$ cat config.mk
export PLATFORM = sky130hd
export DESIGN_NAME = lru_table
export DESIGN_NICKNAME = d
export VERILOG_FILES = /design/src/design/dcache_pkg.sv /design/src/design/lru_table.sv
export VERILOG_INCLUDE_DIRS = /design/src /design/src/design
export SDC_FILE = /design/constraint.sdc
export NUM_CORES = 1
export LEC_CHECK = 0
export BUFFER_PORTS_ARGS = -buffer_cell sky130_fd_sc_hd__buf_2
export CORE_AREA = 3 3 114 116
export CTS_CLUSTER_DIAMETER = 150
export CTS_CLUSTER_SIZE = 8
export DETAILED_ROUTE_END_ITERATION = 7
export DIE_AREA = 0 0 117 119
export HOLD_SLACK_MARGIN = 0.08
export PLACE_DENSITY = 0.54
export SYNTH_ARGS = -nofsm -noshare
export SYNTH_HDL_FRONTEND = slang
export SYNTH_SLANG_ARGS = --single-unit
$ cat constraint.sdc
create_clock -name clk -period 1.5 [get_ports clk]
set_input_delay 0.225 -clock clk [delete_from_list [all_inputs] [get_ports clk]]
set_output_delay 0.225 -clock clk [all_outputs]
set_load 0.05 [all_outputs]
$ cat src/design/dcache_cfg.svh
// cache geometry defines for ways, sets, words per line and address width
`ifndef DCACHE_CFG_SVH
`define DCACHE_CFG_SVH

// associativity
`define DC_WAYS 2

// sets per way
`define DC_SETS 64

// 32-bit words in one cache line
`define DC_LINE_WORDS 4

// byte address width on both CPU and memory side
`define DC_ADDR_W 32

`endif

$ cat src/design/dcache_pkg.sv
// cache-side types for address fields, tag entry, CPU request, store buffer and miss states
`include "dcache_cfg.svh"

package dcache_pkg;

    localparam int unsigned INDEX_W  = $clog2(`DC_SETS);
    localparam int unsigned OFFSET_W = $clog2(`DC_LINE_WORDS * 4);
    localparam int unsigned TAG_W    = `DC_ADDR_W - INDEX_W - OFFSET_W;
    localparam int unsigned WORD_W   = $clog2(`DC_LINE_WORDS);
    localparam int unsigned WAY_W    = $clog2(`DC_WAYS);

    typedef logic [INDEX_W-1:0]  index_t;
    typedef logic [OFFSET_W-1:0] offset_t;   // byte offset in a line
    typedef logic [TAG_W-1:0]    tag_t;
    typedef logic [WAY_W-1:0]    way_t;
    typedef logic [WORD_W-1:0]   word_t;     // word within a line

    typedef struct packed {
        logic valid;
        tag_t tag;
    } tagv_t;

    typedef struct packed {
        logic        op;      // 1 for store
        tag_t        tag;
        index_t      index;
        offset_t     offset;
        logic [3:0]  wstrb;
        logic [31:0] wdata;
    } cpu_req_t;

    // merged store word waiting for the data array
    typedef struct packed {
        logic        valid;
        way_t        way;
        index_t      index;
        word_t       word;
        logic [31:0] data;
    } store_buf_t;

    typedef enum logic [2:0] {
        LOOKUP,
        MISS_DIRTY,
        WRITEBACK,
        MISS_CLEAN,
        REFILL,
        REFILL_DONE
    } miss_state_t;

endpackage

$ cat src/design/lru_table.sv
// least-recently-used bit per set with victim lookup and update on touch
`timescale 1ns/10ps
`include "dcache_cfg.svh"

module lru_table (
    input  logic               clk,
    input  logic               rst,
    input  dcache_pkg::index_t index,
    input  logic               touch,
    input  dcache_pkg::way_t   touch_way,
    output dcache_pkg::way_t   victim
);

    import dcache_pkg::*;

    way_t lru_q [`DC_SETS];   // names the least recently used way

    assign victim = lru_q[index];

    always_ff @(posedge clk) begin
        if (rst) begin
            for (int s = 0; s < `DC_SETS; s++) begin
                lru_q[s] <= '0;
            end
        end else if (touch) begin
            lru_q[index] <= ~touch_way;   // two ways so the other one ages
        end
    end

endmodule

# After elaboration in Yosys (flattened, before gate mapping)
# Memory sizes are Yosys's and may differ from the RTL's.
# Cells that the tools add are included.
dict set report totals {
  memories 1
  ff_bits 0
  ramBits 64
}
# name words width rd rd_clocked_by_memory_dff wr line_no
set mem_list {}
lappend mem_list {lru_q 64 1 1 0 64 lru_table.sv:16} ;# way_t lru_q [`DC_SETS];
dict set report classes {
  mux 8
  reduce_logical 1
  bitwise_logic 1
}
# op count
set ops {}
lappend ops {{two-way mux 1 bit} 7}
lappend ops {{two-way mux 6 bit} 1}
lappend ops {{inverter 1 bit} 1}
lappend ops {{OR reduction 1 bit} 1}

# Logic depth before layout (Yosys ltp)
dict set report logic_depth {
  ltp_word 5
  ltp_mapped 8
}

# Least setup slack after synthesis
# No wires, ideal clock.
dict set report synth_path {
  path_type {input to output}
  from {input port index[2]}
  to {output port victim}
  t_required_ns 1.275
  cell_stages 6
  arrival_time_ns 1.828
  path_slack_ns -0.553
  cell_sequence {buf_2 buf_2 buf_2 mux2_2 a211oi_2 nand4_1}
}
dict set report synth_via {
  elab_chain_len 1
}
# element line_no
set synth_lines {}
lappend synth_lines {{start: declaration} lru_table.sv:8} ;# input dcache_pkg::index_t index,
lappend synth_lines {{memory read (64 x 1 bit)} n/a}
lappend synth_lines {{end: declaration} lru_table.sv:11} ;# output dcache_pkg::way_t victim
# Every way passes these cells.

# Worst setup path in the final report
dict set report layout_path {
  from {memory lru_q[18] in the netlist's numbering}
  to {output port victim}
}
dict set report layout_via {
  elab_chain_len 1
}
# element line_no
set layout_lines {}
lappend layout_lines {{start: declaration} lru_table.sv:16}
lappend layout_lines {{memory read (64 x 1 bit)} n/a}
# Every way passes these cells.

==> results.md <==
- Power Density: 1030 nW/um2
- Final critical-path share of the clock period: 155%
- Most common cell after layout, fill and taps aside: nor2_1
- # H-tree levels: 3
- Min-Delay Path Class: input pin to flip-flop
- Crit-path max FO: 1
- DR DRC count: 0
- Dpl hpwl: 6890 um
- Outcome: finished with violations
- ANT cells: 0
- Area leader, netlist: edfxtp_1
- Cell Area, Placed: 4250 um2
- Final Hold Fails: 0
- Maximum number of pins on one net before global-route repair: 65
- Final Net Count: 396
- Async S/R FF share, synth: 0%
- Vias in the first global route: 2,789
- Final ANT Viol Nets: 0
- Commonest cells after routing, fill and taps aside: 76 x nor2_1, 68 x buf_4, 64 x edfxtp_1, 32 x a21o_1, 32 x o21bai_1
- Worst Setup Start Kind: flip-flop
- Initial drt markers: 181
- Mapped Area: 3620 um2
- Vias: 2,749
- GR Overflow Total: 0
- Worst-Margin Slew: 654 ps
- Starting density of the core: 30.1%
- Post-synth EDFFs: 64
- Syn avg cell area: 11.0 um2
- Commonest register cell after synthesis: edfxtp_1
- Fin area: 4580 um2
- Top cell type's share of synthesized area: 53.1%
- Final worst slack: -820 ps
- Crit path DAT: 2090 ps
- Worst Setup SP: lru_q[18]
- Max reg flops: 64
- Yosys warns: 0
- Final non-filler cell total: 538
- Hold path depth: 3
- Initial antenna violation count: 0
- Setup TNS: -820 ps
- Maximum clock path buffer count: 2
- CTS root buffer: clkbuf_16
- Routed wire length: 9660 um
- Synth area leaders: edfxtp_1 53%, nor2_1 7.9%, a21o_1 6.6%, o21bai_1 6.6%, mux4_1 2.9%
- Critical path class: flip-flop to primary output
- Core area: 12,000 um2
- Register area share after synthesis: 53.1%
- Sink Count: 64
- P_leak: 1.73 nW
- Io pins: 11
- Area grow syn2layout: 26.5%
- Critical Path End: victim
- Cell count after placement: 522
- Layout cell share with drive strength beyond 1: 30.9%
- Port buffer count: 10
- Total CTS buffers: 9
- # rows: 40
- Die width: 117 um
- Min cycle time layout: 2320 ps
- Synth Register Bits: 64
- First drt pass iteration count: 4
- GPL Wtd Cong: 0.818
- Failing checks: negative setup slack
- GRT Util Overall: 14.6%
- Fmax: 431 MHz
- Clock slew at reported path FFs: 60 ps
- Peak supply drop: 515 uV
- Slew Limit Fails: 0
- Setup repair after global routing missed its margin: true
- Worst path required time: 1270 ps
- Biggest register: lru_q
- Max-cap violation count: 0
- Syn Inst Count: 329
- Post-synth cell types: 38
- Worst setup EP type: primary output
- Vias per Instance: 5.11
- Final setup violation count: 1
- DIE HEIGHT: 119 um
- Relative slew slack: 56.4%
- Routed WL per cell: 18.0 um
- TritonCTS clock tree: done
- Die area: 13,900 um2
- Biggest regs: lru_q: 64 flops
- First-pass GRT wire length: 15,100 um
- Synth Net Count: 339
## per-layer routing
layer  track usage, %  share of wire (%)  vias to the layer above
met5                0                  0                        -
met2             23.0                 47                       60
met3             2.79                2.9                       16
met1             19.7                 47                     1371
li1                 -                  -                     1302
met4             5.73                2.1                        0
## worst min path at each step
| stage | startpoint | to | slack (ps) |
|---|---|---|---|
| final | touch_way | lru_q[60] | 540 |
| after global routing | touch_way | lru_q[43] | 590 |
| after detailed placement | touch_way | lru_q[56] | 900 |
| after floorplan | touch_way | lru_q[11] | 700 |
| after global placement | touch_way | lru_q[63] | 900 |
| after CTS | touch_way | lru_q[56] | 540 |
## layout make-up
type | instances | area, um2
clock buffer | 9 | 225
clock inverter | 7 | 72.6
sequential | 64 | 1920
timing repair buffer | 81 | 624
multi-input combinational | 228 | 1540
inverter | 2 | 7.51
tap | 147 | 184
fill | 1203 | 7440
## kinds of logic (layout without fill, tap and decap cells)
kind of cell	count (synthesis)	in the layout	share of synthesized area, %
compound gates	81	81	17.1
buf+inv	37	99	4.71
flops	64	64	53.1
mux	20	20	8.86
simple gates	127	127	16.2
## critical path, stage by stage (launching register included)
cell	delay (ps)
edfxtp_1	380
mux4_2	470
mux2_4	290
a211oi_2	220
nand4_1	200
buf_6	200
## cell usage after synthesis (2+ instances only)
master	n
nor2_1	76
a21oi_1	2
edfxtp_1	64
o21bai_1	32
mux2_2	4
mux4_2	4
buf_1	4
buf_2	13
mux4_1	4
nor3_1	4
mux2i_1	8
nor2b_1	7
nand3b_1	3
nand2_1	14
o22ai_1	2
buf_4	2
clkbuf_1	15
or2_2	4
a21o_1	32
a32o_1	2
o21ai_0	2
a221o_1	2
nand3_1	5
nand2b_1	7
nor3b_2	3
inv_1	2
## report_power, final
group          total, mW  switching (mW)  internal [mW]
Sequential          2.09          0.0317           2.06
Combinational      0.533           0.279          0.254
Clock               2.10           0.814           1.28
Total               4.72            1.12           3.60
## timing repair
item / CTS / global route
hold buffers: 0 / 0
pin swaps: 1 / 0
endpoints found under the setup margin: 5 / 12
cloned: 0 / 0
gates resized for setup: 4 / 3
buffers inserted: 0 / 0
## metrics by stage
step                hold WS [ps]  util [%]  setup slack [ps]  total power [mW]
global route                 586      38.1              -870              4.86
CTS                          543      38.0              -833              4.75
finish                       545      38.1              -820              4.72
detailed placement           900      35.4              -707              2.65
global placement             901      35.4              -673              2.64
floorplan                    697         -              -450              2.45
No activity file was read; power rests on OpenSTA's default activity.
