`config.mk`:
```
export PLATFORM = sky130hd
export DESIGN_NAME = miss_fsm
export DESIGN_NICKNAME = d
export VERILOG_FILES = /design/src/design/dcache_pkg.sv /design/src/design/mem_bus_pkg.sv /design/src/design/miss_fsm.sv
export VERILOG_INCLUDE_DIRS = /design/src /design/src/design
export SDC_FILE = /design/constraint.sdc
export NUM_CORES = 1
export LEC_CHECK = 0
export ABC_CLOCK_PERIOD_IN_PS = 2750
export BUFFER_PORTS_ARGS = -buffer_cell sky130_fd_sc_hd__buf_4
export CAP_MARGIN = 20
export CELL_PAD_IN_SITES_DETAIL_PLACEMENT = 0
export CELL_PAD_IN_SITES_GLOBAL_PLACEMENT = 1
export CORE_AREA = 2 2 53 55
export CTS_CLUSTER_SIZE = 12
export DETAILED_ROUTE_END_ITERATION = 16
export DIE_AREA = 0 0 55 57
export PLACE_DENSITY_LB_ADDON = 0.1
export SLEW_MARGIN = 20
export SYNTH_ARGS = -nofsm -noshare
export SYNTH_HDL_FRONTEND = slang
export SYNTH_SLANG_ARGS = --single-unit
```
`constraint.sdc`:
```
create_clock -name clk -period 2.75 [get_ports clk]
set_input_delay 0.55 -clock clk [delete_from_list [all_inputs] [get_ports clk]]
set_output_delay 0.55 -clock clk [all_outputs]
set_load 0.02 [all_outputs]
```
`src/design/dcache_cfg.svh`:
```
// cache geometry defines for ways, sets, words per line and address width
`ifndef DCACHE_CFG_SVH
`define DCACHE_CFG_SVH

// associativity
`define DC_WAYS 2

// sets per way
`define DC_SETS 64

// 32-bit words in one cache line
`define DC_LINE_WORDS 4

// byte address width on both CPU and memory side
`define DC_ADDR_W 32

`endif

```
`src/design/dcache_pkg.sv`:
```
// cache-side types for address fields, tag entry, CPU request, store buffer and miss states
`include "dcache_cfg.svh"

package dcache_pkg;

    localparam int unsigned INDEX_W  = $clog2(`DC_SETS);
    localparam int unsigned OFFSET_W = $clog2(`DC_LINE_WORDS * 4);
    localparam int unsigned TAG_W    = `DC_ADDR_W - INDEX_W - OFFSET_W;
    localparam int unsigned WORD_W   = $clog2(`DC_LINE_WORDS);
    localparam int unsigned WAY_W    = $clog2(`DC_WAYS);

    typedef logic [INDEX_W-1:0]  index_t;
    typedef logic [OFFSET_W-1:0] offset_t;   // byte offset in a line
    typedef logic [TAG_W-1:0]    tag_t;
    typedef logic [WAY_W-1:0]    way_t;
    typedef logic [WORD_W-1:0]   word_t;     // word within a line

    typedef struct packed {
        logic valid;
        tag_t tag;
    } tagv_t;

    typedef struct packed {
        logic        op;      // 1 for store
        tag_t        tag;
        index_t      index;
        offset_t     offset;
        logic [3:0]  wstrb;
        logic [31:0] wdata;
    } cpu_req_t;

    // merged store word waiting for the data array
    typedef struct packed {
        logic        valid;
        way_t        way;
        index_t      index;
        word_t       word;
        logic [31:0] data;
    } store_buf_t;

    typedef enum logic [2:0] {
        LOOKUP,
        MISS_DIRTY,
        WRITEBACK,
        MISS_CLEAN,
        REFILL,
        REFILL_DONE
    } miss_state_t;

endpackage

```
`src/design/mem_bus_pkg.sv`:
```
// line-wide memory bus types for line data, request and response
`include "dcache_cfg.svh"

package mem_bus_pkg;

    typedef logic [`DC_LINE_WORDS*32-1:0] line_t;
    typedef logic [`DC_ADDR_W-1:0]        mem_addr_t;

    // levels held until the matching rdy
    typedef struct packed {
        logic      rd_req;
        mem_addr_t rd_addr;   // line aligned
        logic      wr_req;
        mem_addr_t wr_addr;   // line aligned
        line_t     wr_line;
    } mem_req_t;

    typedef struct packed {
        logic  rd_rdy;
        logic  ret_valid;     // one-cycle pulse with ret_line
        line_t ret_line;
        logic  wr_rdy;
        logic  wr_done;       // one-cycle pulse
    } mem_rsp_t;

endpackage

```
`src/design/miss_fsm.sv`:
```
// miss handling FSM through lookup, writeback, refill and refill done
`timescale 1ns/10ps

module miss_fsm (
    input  logic                    clk,
    input  logic                    rst,
    input  logic                    lookup_miss,
    input  logic                    victim_dirty,
    input  mem_bus_pkg::mem_rsp_t   mem_rsp,
    output dcache_pkg::miss_state_t state
);

    import dcache_pkg::*;

    miss_state_t state_next;

    always_ff @(posedge clk) begin
        if (rst) begin
            state <= LOOKUP;
        end else begin
            state <= state_next;
        end
    end

    always_comb begin
        state_next = state;
        case (state)
            LOOKUP: begin
                if (lookup_miss) begin
                    // dirty victim goes out before the refill
                    if (victim_dirty) begin
                        state_next = MISS_DIRTY;
                    end else begin
                        state_next = MISS_CLEAN;
                    end
                end
            end
            MISS_DIRTY: begin
                if (mem_rsp.wr_rdy) begin
                    state_next = WRITEBACK;
                end
            end
            WRITEBACK: begin
                if (mem_rsp.wr_done) begin   // line is in memory
                    state_next = MISS_CLEAN;
                end
            end
            MISS_CLEAN: begin
                if (mem_rsp.rd_rdy) begin
                    state_next = REFILL;
                end
            end
            REFILL: begin
                if (mem_rsp.ret_valid) begin   // arrays written on this edge
                    state_next = REFILL_DONE;
                end
            end
            REFILL_DONE: begin
                state_next = LOOKUP;           // reread arrays then hit
            end
            default: begin
                state_next = LOOKUP;
            end
        endcase
    end

endmodule

```
Yosys cells after proc, flatten, opt, wreduce, memory -nomap -nowiden
Index checks and enable logic that the tools add are counted.
{"block": "classes", "n_reduce_logical": 2, "eq_ne": 9, "n_mux": 7}
{"op": "3-bit two-way mux", "n": 5}
{"op": "3-bit one-hot mux with 5 select lines", "n": 1}
{"op": "2-bit != test (second input constant)", "n": 5}
{"op": "3-bit by 2-bit == test with 1-bit output (second input constant)", "n": 2}
{"op": "5-bit AND reduction", "n": 1}
{"op": "3-bit by 1-bit == test with 1-bit output (second input constant)", "n": 1}
{"op": "3-bit == test (second input constant)", "n": 1}
{"op": "3-bit logical NOT", "n": 1}
{"op": "2-bit two-way mux", "n": 1}
{"block": "totals", "register_bits": 3, "inputBits": 136}

Depth between registers and ports, before layout
{"block": "logic_depth", "word_depth": 3, "depth_mapped": 3, "mapped_depth_nobuf": 3}

Least setup slack after synthesis
No wires, ideal clock.
{"block": "synth_path", "kind": "register to register", "startpoint": "reg state[1]", "endpoint": "reg state[0]", "setup_time_ns": 0.079, "path_buffers": 0, "setup_slack_ns": 1.446, "t_arrival_ns": 1.225, "required_ns": 2.671, "synth_period_minus_slack_ns": 1.304, "stages_incl_launch_ff": 3, "cell_sequence": "dfxtp_1 mux4_2 a211oi_2"}
{"block": "synth_via", "elab_chain_cells": 3, "elab_cells_between_ends": 12, "cone_classes": "eq/ne (9); mux (1); reduce/logical (2)"}
{"item": "start: declaration", "line": "miss_fsm.sv:10", "text": "output dcache_pkg::miss_state_t state"}
{"item": "start signal: assignment", "line": "miss_fsm.sv:21", "text": "state <= state_next;"}
{"item": "3-bit by 2-bit == test with 1-bit output, or another cell as far along", "line": "miss_fsm.sv:27", "text": "case (state)"}
{"item": "2-bit != test (no source line)"}
{"item": "5-bit AND reduction (no source line)"}
Parallel ways exist; a longest one is shown, timed or not.
A chain may end at the register's enable or synchronous reset.

Final worst setup path
{"block": "layout_path", "startpoint": "reg state[0]", "endpoint": "out state[0]"}
No word-level cell between the ends.

==> out/qor.yml <==
outcome: "finished clean"
yosysUniqueCellTypes: 10
critPathBufInv: 1
final-instance-count-excl-fill: 61
finalCriticalPeriod_ns: 1.38
yosysSeqAreaShare_pct: 38.7
clk_path_buf_depth: 2
power_density_nw_per_um2: 572
hold_viol_final: 0
yosys_warnings: 0
die-area_um2: 3140
h-tree-depth: 1
clkLatencyLatePin_ns: 0.24
cpPeakStageDelay_ns: 0.42
crit_type: "reg -> out"
largest_reg_flops: 3
grt_pass1_vias: 206
netlist_area_um2: 155
place_inst: 57
crit_chain: "buf_4"
slowest_stage: "dfxtp_1"
top_register: "state"
via_per_inst: 2.84
route.vias.total: 173
critPathRequiredTime_ns: 2.20
drv_cap: 0
antenna_left: 0
p_leak_uw: 0.000134
rsz0062_at_grt: "false"
skew_ns: 0.00470
final_common_cell: "buf_4"
synth_top_area_share_pct: 38.7
ir_worst_vdd_mv: 0.194
crit_path_start_kind: "flip-flop"
max_slew.worst_pin.slew_ns: 0.302
die_h_um: 57
place_congestion: 0.582
crit_fanout: 6
wl_um: 533
crit_path_end_kind: "primary output"
stdcell_area_um2: 295
clock.fmax_mhz: 722
synthesis.instances: 16
yosysTopAreaCell: "dfxtp_1"
core_um2: 2620
cts_resized: 0
synth.area.top_cells: "dfxtp_1 39%, mux4_2 15%, a211oi_2 8.1%"
reg.largest.list: "state: 3 flops"
antenna_found_initial: 0
period_share_pct: 50.4
antennaDiodeCount: 0
synth-seq-cells: 3
maxSlewHeadroom_pct: 79.8
cts_tree: "yes"
path_delay_family: "flip-flops"
root_buffer: "clkbuf_4"
fillers: 313
drt_iter0_drc: 2
area_delta_synth_final_pct: 90.3
start_util_pct: 5.93
cts_inserted_buffers: 3
syn-num-nets: 152
overflow: 0
arrival_ns: 0.83
multi_input_comb_area_um2: 83.8
setup_violations: 0
drive_above_1_share_pct: 53.3
final_cell_mix: "10 x buf_4, 3 x nor2_1, 3 x inv_1, 3 x clkbuf_4, 3 x dfxtp_1"
grt_pass1_wl_um: 869
fp-row-count: 19
syn_avg_cell_area_um2: 9.70
nets: 167
hold_buffers: 0
slew_violations: 0
drc: 0
die_x_um: 55
cts.sinks: 3
postCtsSetupRepairBufs: 0
pin_count: 139
wl_per_cell_um: 8.74
hold_path.class: "reg -> reg"
grt_max_degree: 7
path_clk_slew_ns: 0.04
grt_use_total_pct: 4.09
drt_first_pass_iters: 3
postPlaceCellArea_um2: 269
seq_area_um2: 60.1
io_buffers: 10
final.setup.tns_ns: 0
Yosys cell counts (all sizes together):
| cell | count |
|---|---|
| mux2i | 1 |
| nor4 | 1 |
| a21oi | 1 |
| and3 | 1 |
| mux4 | 1 |
| a221oi | 1 |
| a211oi | 1 |
| inv | 3 |
| nor2 | 3 |
| dfxtp | 3 |
power breakdown:
| part | switching [µW] | internal, µW | leakage (µW) | total (µW) |
|---|---|---|---|---|
| clock | 25.1 | 54.5 | 0.0000150 | 79.6 |
| combinational | 15.4 | 20.0 | 0.0000943 | 35.5 |
| sequential | 5.90 | 47.8 | 0.0000247 | 53.7 |
area by class of cell:
| type | instances | area share [%] |
|---|---|---|
| multi-input cells | 10 | 28.4 |
| inverters | 3 | 3.81 |
| flip-flops and latches | 3 | 20.3 |
| clock buffers | 4 | 8.90 |
| well taps | 31 | 13.1 |
| repair buffers | 10 | 25.4 |
metal layers:
| metal | wire [µm] | track usage (%) | vias up |
|---|---|---|---|
| li1 | - | - | 85 |
| met1 | 250 | 5.15 | 77 |
| met2 | 215 | 4.59 | 11 |
| met3 | 67 | 2.88 | 0 |
| met4 | 0 | 3.14 | 0 |
| met5 | 0 | 0 | - |
logic make-up (layout without fill, tap and decap cells):
kind of cell           Yosys count  after routing  share of synthesized area [%]
buffers and inverters            3             17                           7.26
DFF                              3              3                           38.7
muxes                            2              2                           21.0
AOI/OAI and AO/OA                3              3                           16.9
and+or+nand+nor                  5              5                           16.1
final timing paths:
| path | from | end | slack (ns) | cells after the start |
|---|---|---|---|---|
| max | state[0] | state[0] | 1.37 | 1 |
| min | state[2] | state[1] | 0.47 | 1 |
| max reg2reg | state[1] | state[0] | 1.50 | 2 |
| min reg2reg | state[2] | state[1] | 0.47 | 1 |
per-stage QoR:
stage | worst slack, ns | util, % | power (µW) | hold WS, ns
floorplan | 1.45 | - | 71.2 | 0.569
global placement | 1.28 | 10.3 | 91.2 | 0.451
detailed placement | 1.30 | 10.3 | 90.3 | 0.439
CTS | 1.35 | 11.3 | 173 | 0.466
global route | 1.32 | 11.3 | 179 | 0.477
finish | 1.37 | 11.3 | 169 | 0.470
Power figures use the tool's default switching activity.
