## src/design/dcache_cfg.svh

```systemverilog
// cache geometry defines for ways, sets, words per line and address width
`ifndef DCACHE_CFG_SVH
`define DCACHE_CFG_SVH

// associativity
`define DC_WAYS 2

// sets per way
`define DC_SETS 64

// 32-bit words in one cache line
`define DC_LINE_WORDS 4

// byte address width on both CPU and memory side
`define DC_ADDR_W 32

`endif

```

## src/design/dcache_pkg.sv

```systemverilog
// cache-side types for address fields, tag entry, CPU request, store buffer and miss states
`include "dcache_cfg.svh"

package dcache_pkg;

    localparam int unsigned INDEX_W  = $clog2(`DC_SETS);
    localparam int unsigned OFFSET_W = $clog2(`DC_LINE_WORDS * 4);
    localparam int unsigned TAG_W    = `DC_ADDR_W - INDEX_W - OFFSET_W;
    localparam int unsigned WORD_W   = $clog2(`DC_LINE_WORDS);
    localparam int unsigned WAY_W    = $clog2(`DC_WAYS);

    typedef logic [INDEX_W-1:0]  index_t;
    typedef logic [OFFSET_W-1:0] offset_t;   // byte offset in a line
    typedef logic [TAG_W-1:0]    tag_t;
    typedef logic [WAY_W-1:0]    way_t;
    typedef logic [WORD_W-1:0]   word_t;     // word within a line

    typedef struct packed {
        logic valid;
        tag_t tag;
    } tagv_t;

    typedef struct packed {
        logic        op;      // 1 for store
        tag_t        tag;
        index_t      index;
        offset_t     offset;
        logic [3:0]  wstrb;
        logic [31:0] wdata;
    } cpu_req_t;

    // merged store word waiting for the data array
    typedef struct packed {
        logic        valid;
        way_t        way;
        index_t      index;
        word_t       word;
        logic [31:0] data;
    } store_buf_t;

    typedef enum logic [2:0] {
        LOOKUP,
        MISS_DIRTY,
        WRITEBACK,
        MISS_CLEAN,
        REFILL,
        REFILL_DONE
    } miss_state_t;

endpackage

```

## src/design/way_ram.sv

```systemverilog
// per-set storage of one payload per way, with registered read and single write port
`timescale 1ns/10ps
`include "dcache_cfg.svh"

module way_ram #(
    parameter type payload_t = logic
) (
    input  logic               clk,
    input  logic               rst,
    input  logic               rd_en,
    input  dcache_pkg::index_t rd_addr,
    input  logic               we,
    input  dcache_pkg::index_t wr_addr,
    input  payload_t           din,
    output payload_t           dout
);

    payload_t mem [`DC_SETS];

    always_ff @(posedge clk) begin
        if (rst) begin
            for (int s = 0; s < `DC_SETS; s++) begin
                mem[s] <= '0;   // all entries invalid and clean
            end
            dout <= '0;
        end else begin
            if (we) begin
                mem[wr_addr] <= din;
            end
            if (rd_en) begin
                // write to the same set on this edge is seen at once
                dout <= (we && wr_addr == rd_addr) ? din : mem[rd_addr];
            end
        end
    end

endmodule

```

## config.mk

```make
export PLATFORM = sky130hd
export DESIGN_NAME = way_ram
export DESIGN_NICKNAME = d
export VERILOG_FILES = /design/src/design/dcache_pkg.sv /design/src/design/way_ram.sv
export VERILOG_INCLUDE_DIRS = /design/src /design/src/design
export SDC_FILE = /design/constraint.sdc
export NUM_CORES = 1
export LEC_CHECK = 0
export ABC_AREA = 1
export BUFFER_PORTS_ARGS = -buffer_cell sky130_fd_sc_hd__buf_2
export CAP_MARGIN = 25
export CORE_ASPECT_RATIO = 0.9
export CORE_MARGIN = 2
export CORE_UTILIZATION = 60
export DETAILED_ROUTE_END_ITERATION = 8
export PLACE_DENSITY = 0.74
export SYNTH_ARGS = -nofsm -noshare
export SYNTH_HDL_FRONTEND = slang
export SYNTH_SLANG_ARGS = --single-unit
```

## constraint.sdc

```tcl
create_clock -name clk -period 1.8 [get_ports clk]
set_input_delay 0.36 -clock clk [delete_from_list [all_inputs] [get_ports clk]]
set_output_delay 0.36 -clock clk [all_outputs]
set_load 0.03 [all_outputs]
```

# After elaboration in Yosys (flattened, before gate mapping)
# Memory sizes are Yosys's and may differ from the RTL's. A register that Yosys moved wholly into a read port is not among the register bits.
# Cells that the tools add are included.
[totals]
register_bits = 0
mem_bits_rw = 64
in_bits = 17
elab_cells = 10
memories = 1
[memory_table]
columns = ["name", "words", "width", "rd", "rd_ports_with_merged_regs", "wr", "line_no", "source"]
rows = [
  ["mem", 64, 1, 1, 1, 64, "way_ram.sv:18", "payload_t mem [`DC_SETS];"],
]
[op_classes]
n_mux = 8
reduce_logical = 1
[ops]
columns = ["cell", "n"]
rows = [
  ["$mux W1", 7],
  ["$mux W6", 1],
  ["$reduce_or A1 Y1", 1],
]

# Longest topological paths before layout
[logic_depth]
word_depth = 5
ltp_mapped = 13
ltp_nobuf = 11

# Least setup slack after synthesis
# OpenSTA, ideal clock, no wires.
[synth_path]
path_type = "input to register"
start = "in rst"
end = "mem mem[30] (netlist bit), enable pin"
setup_ps = 310
t_arrival_ps = 1260
required_time_ps = 1490
setup_slack_ps = 230
cell_stages = 6
n_path_buf = 1
cell_sequence = "inv_1 -> nand2_2 -> inv_1 -> nand4_1 -> buf_2 -> o21ai_0"
[synth_rtl]
columns = ["item", "line_no", "source"]
rows = [
  ["start, declared", "way_ram.sv:9", "input logic rst,"],
  ["end, declared", "way_ram.sv:18", ""],
]

==> run_summary.xml <==
<?xml version="1.0" encoding="UTF-8"?>
<metrics>
  <group name="synth">
    <metric name="main_area_contributors_after_synthesis" unit="">edfxtp_1 51%, nand2_1 18%, nand3_1 7.2%, nor2_1 5.5%, nor4_4 3.4%</metric>
    <metric name="seq_area_frac_synth" unit="">0.518</metric>
    <metric name="synth_most_common_cell" unit="">nand2_1</metric>
    <metric name="synth_edf_count" unit="">64</metric>
    <metric name="ys_types" unit="">27</metric>
    <metric name="synth-compound-area-share" unit="">0.0330</metric>
    <metric name="synthMuxAreaShare" unit="">0</metric>
    <metric name="area_share_of_the_leading_cell_type_in_the_synthesized_netlist" unit="">0.513</metric>
    <metric name="synthesis.area_per_instance" unit="um2">8.11</metric>
    <metric name="synthesis.yosys.warnings" unit="">0</metric>
    <metric name="synth_largest_area_cell" unit="">edfxtp_1</metric>
    <metric name="async_reset_ff_frac" unit="">0</metric>
    <metric name="syn_nets" unit="">479</metric>
    <metric name="synth_adder_area_share" unit="">0</metric>
    <metric name="yosys.area_share.xor_xnor" unit="">0.00234</metric>
    <metric name="syn-instance-count" unit="">462</metric>
    <metric name="postSynthRegisterBits" unit="">65</metric>
    <metric name="yosys_most_used_dff" unit="">edfxtp_1</metric>
    <metric name="simple_logic_cell_fraction_of_the_synthesized_area" unit="">0.384</metric>
    <metric name="synth.top_cells.by_count" unit="">182 x nand2_1, 64 x edfxtp_1, 55 x nor2_1</metric>
    <metric name="post_synthesis_instance_area" unit="um2">3750</metric>
    <metric name="synth_top_family_by_area" unit="">simple AND/OR/NAND/NOR gates</metric>
  </group>
  <group name="grt">
    <metric name="grt_overflow" unit="">0</metric>
    <metric name="grt_pass1_vias" unit="">3040</metric>
    <metric name="grt_first_pass_wirelength" unit="um">14700</metric>
    <metric name="antenna_found_initial" unit="">0</metric>
    <metric name="global_route.usage.total" unit="">0.288</metric>
    <metric name="grt_max_degree" unit="">66</metric>
  </group>
  <group name="final_layout">
    <metric name="n_antenna_cell" unit="">0</metric>
    <metric name="layout.cell_area.non_filler" unit="um2">4250</metric>
    <metric name="synthToLayoutAreaGrowth" unit="%">13.3</metric>
    <metric name="final_layout_size_suffix_gt1_frac" unit="">0.159</metric>
    <metric name="final_cells" unit="">568</metric>
    <metric name="nets" unit="">508</metric>
  </group>
  <group name="critical_path">
    <metric name="cp-end-kind" unit="">flop</metric>
    <metric name="timing.critical_path.fanout_max" unit="">8</metric>
    <metric name="slowest_delay" unit="ns">0.22</metric>
    <metric name="critical_path_buf_inv_count" unit="">4</metric>
    <metric name="worst-setup-path-type" unit="">in2reg</metric>
    <metric name="worst_path_dominant_cell_family" unit="">buffers and inverters</metric>
    <metric name="worst-endpoint-arrival" unit="ns">1.47</metric>
    <metric name="critical_path_cell_by_cell" unit="">buf_2 -&gt; clkinv_1 -&gt; nand2_2 -&gt; inv_1 -&gt; nand4_1 -&gt; buf_4 -&gt; o21ai_0</metric>
    <metric name="worst-endpoint-required" unit="ns">1.84</metric>
    <metric name="setup.worst_path.start_class" unit="">input pin</metric>
    <metric name="cell_type_of_the_slowest_stage_on_the_worst_timing_path" unit="">buf_4</metric>
  </group>
  <group name="clock_network">
    <metric name="latest_clock_arrival_within_the_worst_skew_pair" unit="ns">0.35</metric>
    <metric name="worst_setup_hold_path_clk_slew" unit="ns">0.08</metric>
    <metric name="post_cts_hold_buffer_count" unit="">0</metric>
    <metric name="cts_root_buffer" unit="">clkbuf_8</metric>
    <metric name="clock_path_buffers" unit="">2</metric>
    <metric name="numClockSinks" unit="">65</metric>
    <metric name="cts_inserted_buffers" unit="">9</metric>
    <metric name="post_cts_buffers" unit="">0</metric>
    <metric name="cts_tree" unit="">built</metric>
    <metric name="cts.repair.resized" unit="">0</metric>
    <metric name="h_tree_depth" unit="">3</metric>
  </group>
  <group name="sta">
    <metric name="worst-slew-pin-transition" unit="ns">0.416</metric>
    <metric name="timing.setup.tns" unit="ns">0</metric>
    <metric name="setup_repair_after_global_routing_missed_its_margin" unit="">false</metric>
    <metric name="post-route-min-period" unit="ns">1.43</metric>
    <metric name="max_freq" unit="MHz">700</metric>
    <metric name="final_critical_path_share_of_the_clock_period" unit="">0.794</metric>
    <metric name="finalHoldViolCount" unit="">0</metric>
    <metric name="setup_viol" unit="">0</metric>
    <metric name="finClkSkew" unit="ns">0.00662</metric>
    <metric name="max_slew_margin" unit="">0.721</metric>
    <metric name="report.final.slew_viol_count" unit="">0</metric>
  </group>
  <group name="detailed_routing">
    <metric name="met3_length" unit="um">746</metric>
    <metric name="drt_first_pass_iters" unit="">5</metric>
    <metric name="drt-vias-per-instance" unit="">5.75</metric>
    <metric name="first_iter_violations" unit="">289</metric>
    <metric name="detailroute.wirelength.met2" unit="um">4420</metric>
    <metric name="routedLengthMet1" unit="um">3870</metric>
    <metric name="vias" unit="">3267</metric>
    <metric name="drc" unit="">0</metric>
    <metric name="route.top_layer_used" unit="">met4</metric>
    <metric name="ant_nets" unit="">0</metric>
    <metric name="wl_per_cell" unit="um">16.1</metric>
    <metric name="detail_route.wirelength" unit="um">9160</metric>
  </group>
  <group name="floorplanning">
    <metric name="die-height" unit="um">79.0</metric>
    <metric name="design.core.area" unit="um2">6080</metric>
    <metric name="floorplan.rows" unit="">27</metric>
    <metric name="initial_core_util" unit="">0.616</metric>
    <metric name="dieWidth" unit="um">87.3</metric>
    <metric name="i_o_pin_cnt" unit="">18</metric>
    <metric name="fp.dieArea" unit="um2">6900</metric>
  </group>
  <group name="placement">
    <metric name="portBuffers" unit="">17</metric>
    <metric name="dp_hpwl" unit="um">5880</metric>
    <metric name="post_dp_cell_area" unit="um2">4050</metric>
    <metric name="numPlacedInstances" unit="">552</metric>
    <metric name="finalWeightedCongestion" unit="">0.845</metric>
  </group>
  <group name="power">
    <metric name="ir_drop" unit="mV">0.656</metric>
    <metric name="p_per_area" unit="nW/um2">814</metric>
    <metric name="total_leakage_power" unit="nW">1.72</metric>
  </group>
  <group name="outcome">
    <metric name="outcome" unit="">completed</metric>
  </group>
  <group name="hold_path">
    <metric name="min-delay-path-class" unit="">in2reg</metric>
  </group>
  <group name="run">
    <metric name="max_cap_violations" unit="">0</metric>
  </group>
</metrics>
==> layout by cell type, fill, tap and decap left out, types with 2 or more instances in the layout <==
| cell | n |
|---|---|
| buf_2 | 17 |
| clkinv_1 | 2 |
| inv_4 | 2 |
| inv_1 | 16 |
| nand4_1 | 3 |
| edfxtp_1 | 64 |
| o21ai_0 | 14 |
| clkbuf_8 | 9 |
| inv_6 | 2 |
| buf_4 | 25 |
| nand2_1 | 182 |
| nor2_1 | 55 |
| inv_2 | 3 |
| clkinvlp_4 | 3 |
| nor3_2 | 4 |
| nor3_1 | 16 |
| a21oi_1 | 2 |
| nor4_4 | 6 |
| o21ai_1 | 3 |
| buf_12 | 3 |
| o22ai_1 | 2 |
| nand3_1 | 54 |
==> sequential cells by signal (all words and copies together), names as in the netlist <==
signal  flops
mem        64
dout        1
==> worst paths after layout <==
path | startpoint | to | slack, ns | cells past startpoint
worst max-delay path | rst | mem[16] | 0.37 | 7
worst min-delay path | rd_en | dout | 0.30 | 3
worst max register to register | mem[41] | dout | 0.53 | 10
worst min register to register | dout | dout | 0.54 | 2
==> worst register-to-register path, delay by kind of cell, from the launching register on <==
family / cells / cell delay (ns)
and+or+nand+nor: 9 / 0.74
AOI/OAI and AO/OA: 1 / 0.05
DFF: 1 / 0.37
==> power breakdown <==
part	internal [mW]	switching, mW	total, mW
Clock	0.651	0.625	1.28
Combinational	0.140	0.288	0.428
Sequential	1.73	0.0209	1.76
==> layout make-up <==
| cell class | count | area (um2) |
|---|---|---|
| multi-input cells | 346 | 1570 |
| fillers | 510 | 1830 |
| clock buffers | 9 | 124 |
| well taps | 72 | 90.1 |
| repair buffers | 45 | 333 |
| flip-flops and latches | 65 | 1940 |
| inverters | 24 | 109 |
| clock inverters | 7 | 78.8 |
==> routing by layer <==
layer	vias up	global-route usage
met5	-	0
met2	151	0.461
li1	1588	-
met3	8	0.0676
met4	0	0.112
met1	1520	0.380
==> metrics by stage <==
| stage | utilization | hold WS (ns) | worst slack, ns | power [mW] |
|---|---|---|---|---|
| floorplan | - | 0.539 | 0.230 | 2.06 |
| global placement | 0.665 | 0.519 | 0.0759 | 2.20 |
| detailed placement | 0.665 | 0.521 | 0.0269 | 2.21 |
| CTS | 0.699 | 0.283 | 0.403 | 3.47 |
| global route | 0.699 | 0.309 | 0.317 | 3.59 |
| finish | 0.699 | 0.296 | 0.371 | 3.46 |
==> logic make-up after synthesis <==
logic type | after synthesis
buffers and inverters | 51
AOI/OAI and AO/OA | 23
DFF | 65
and+or+nand+nor | 322
xor gates and xnor gates | 1
(Power assumes the default switching activity.)
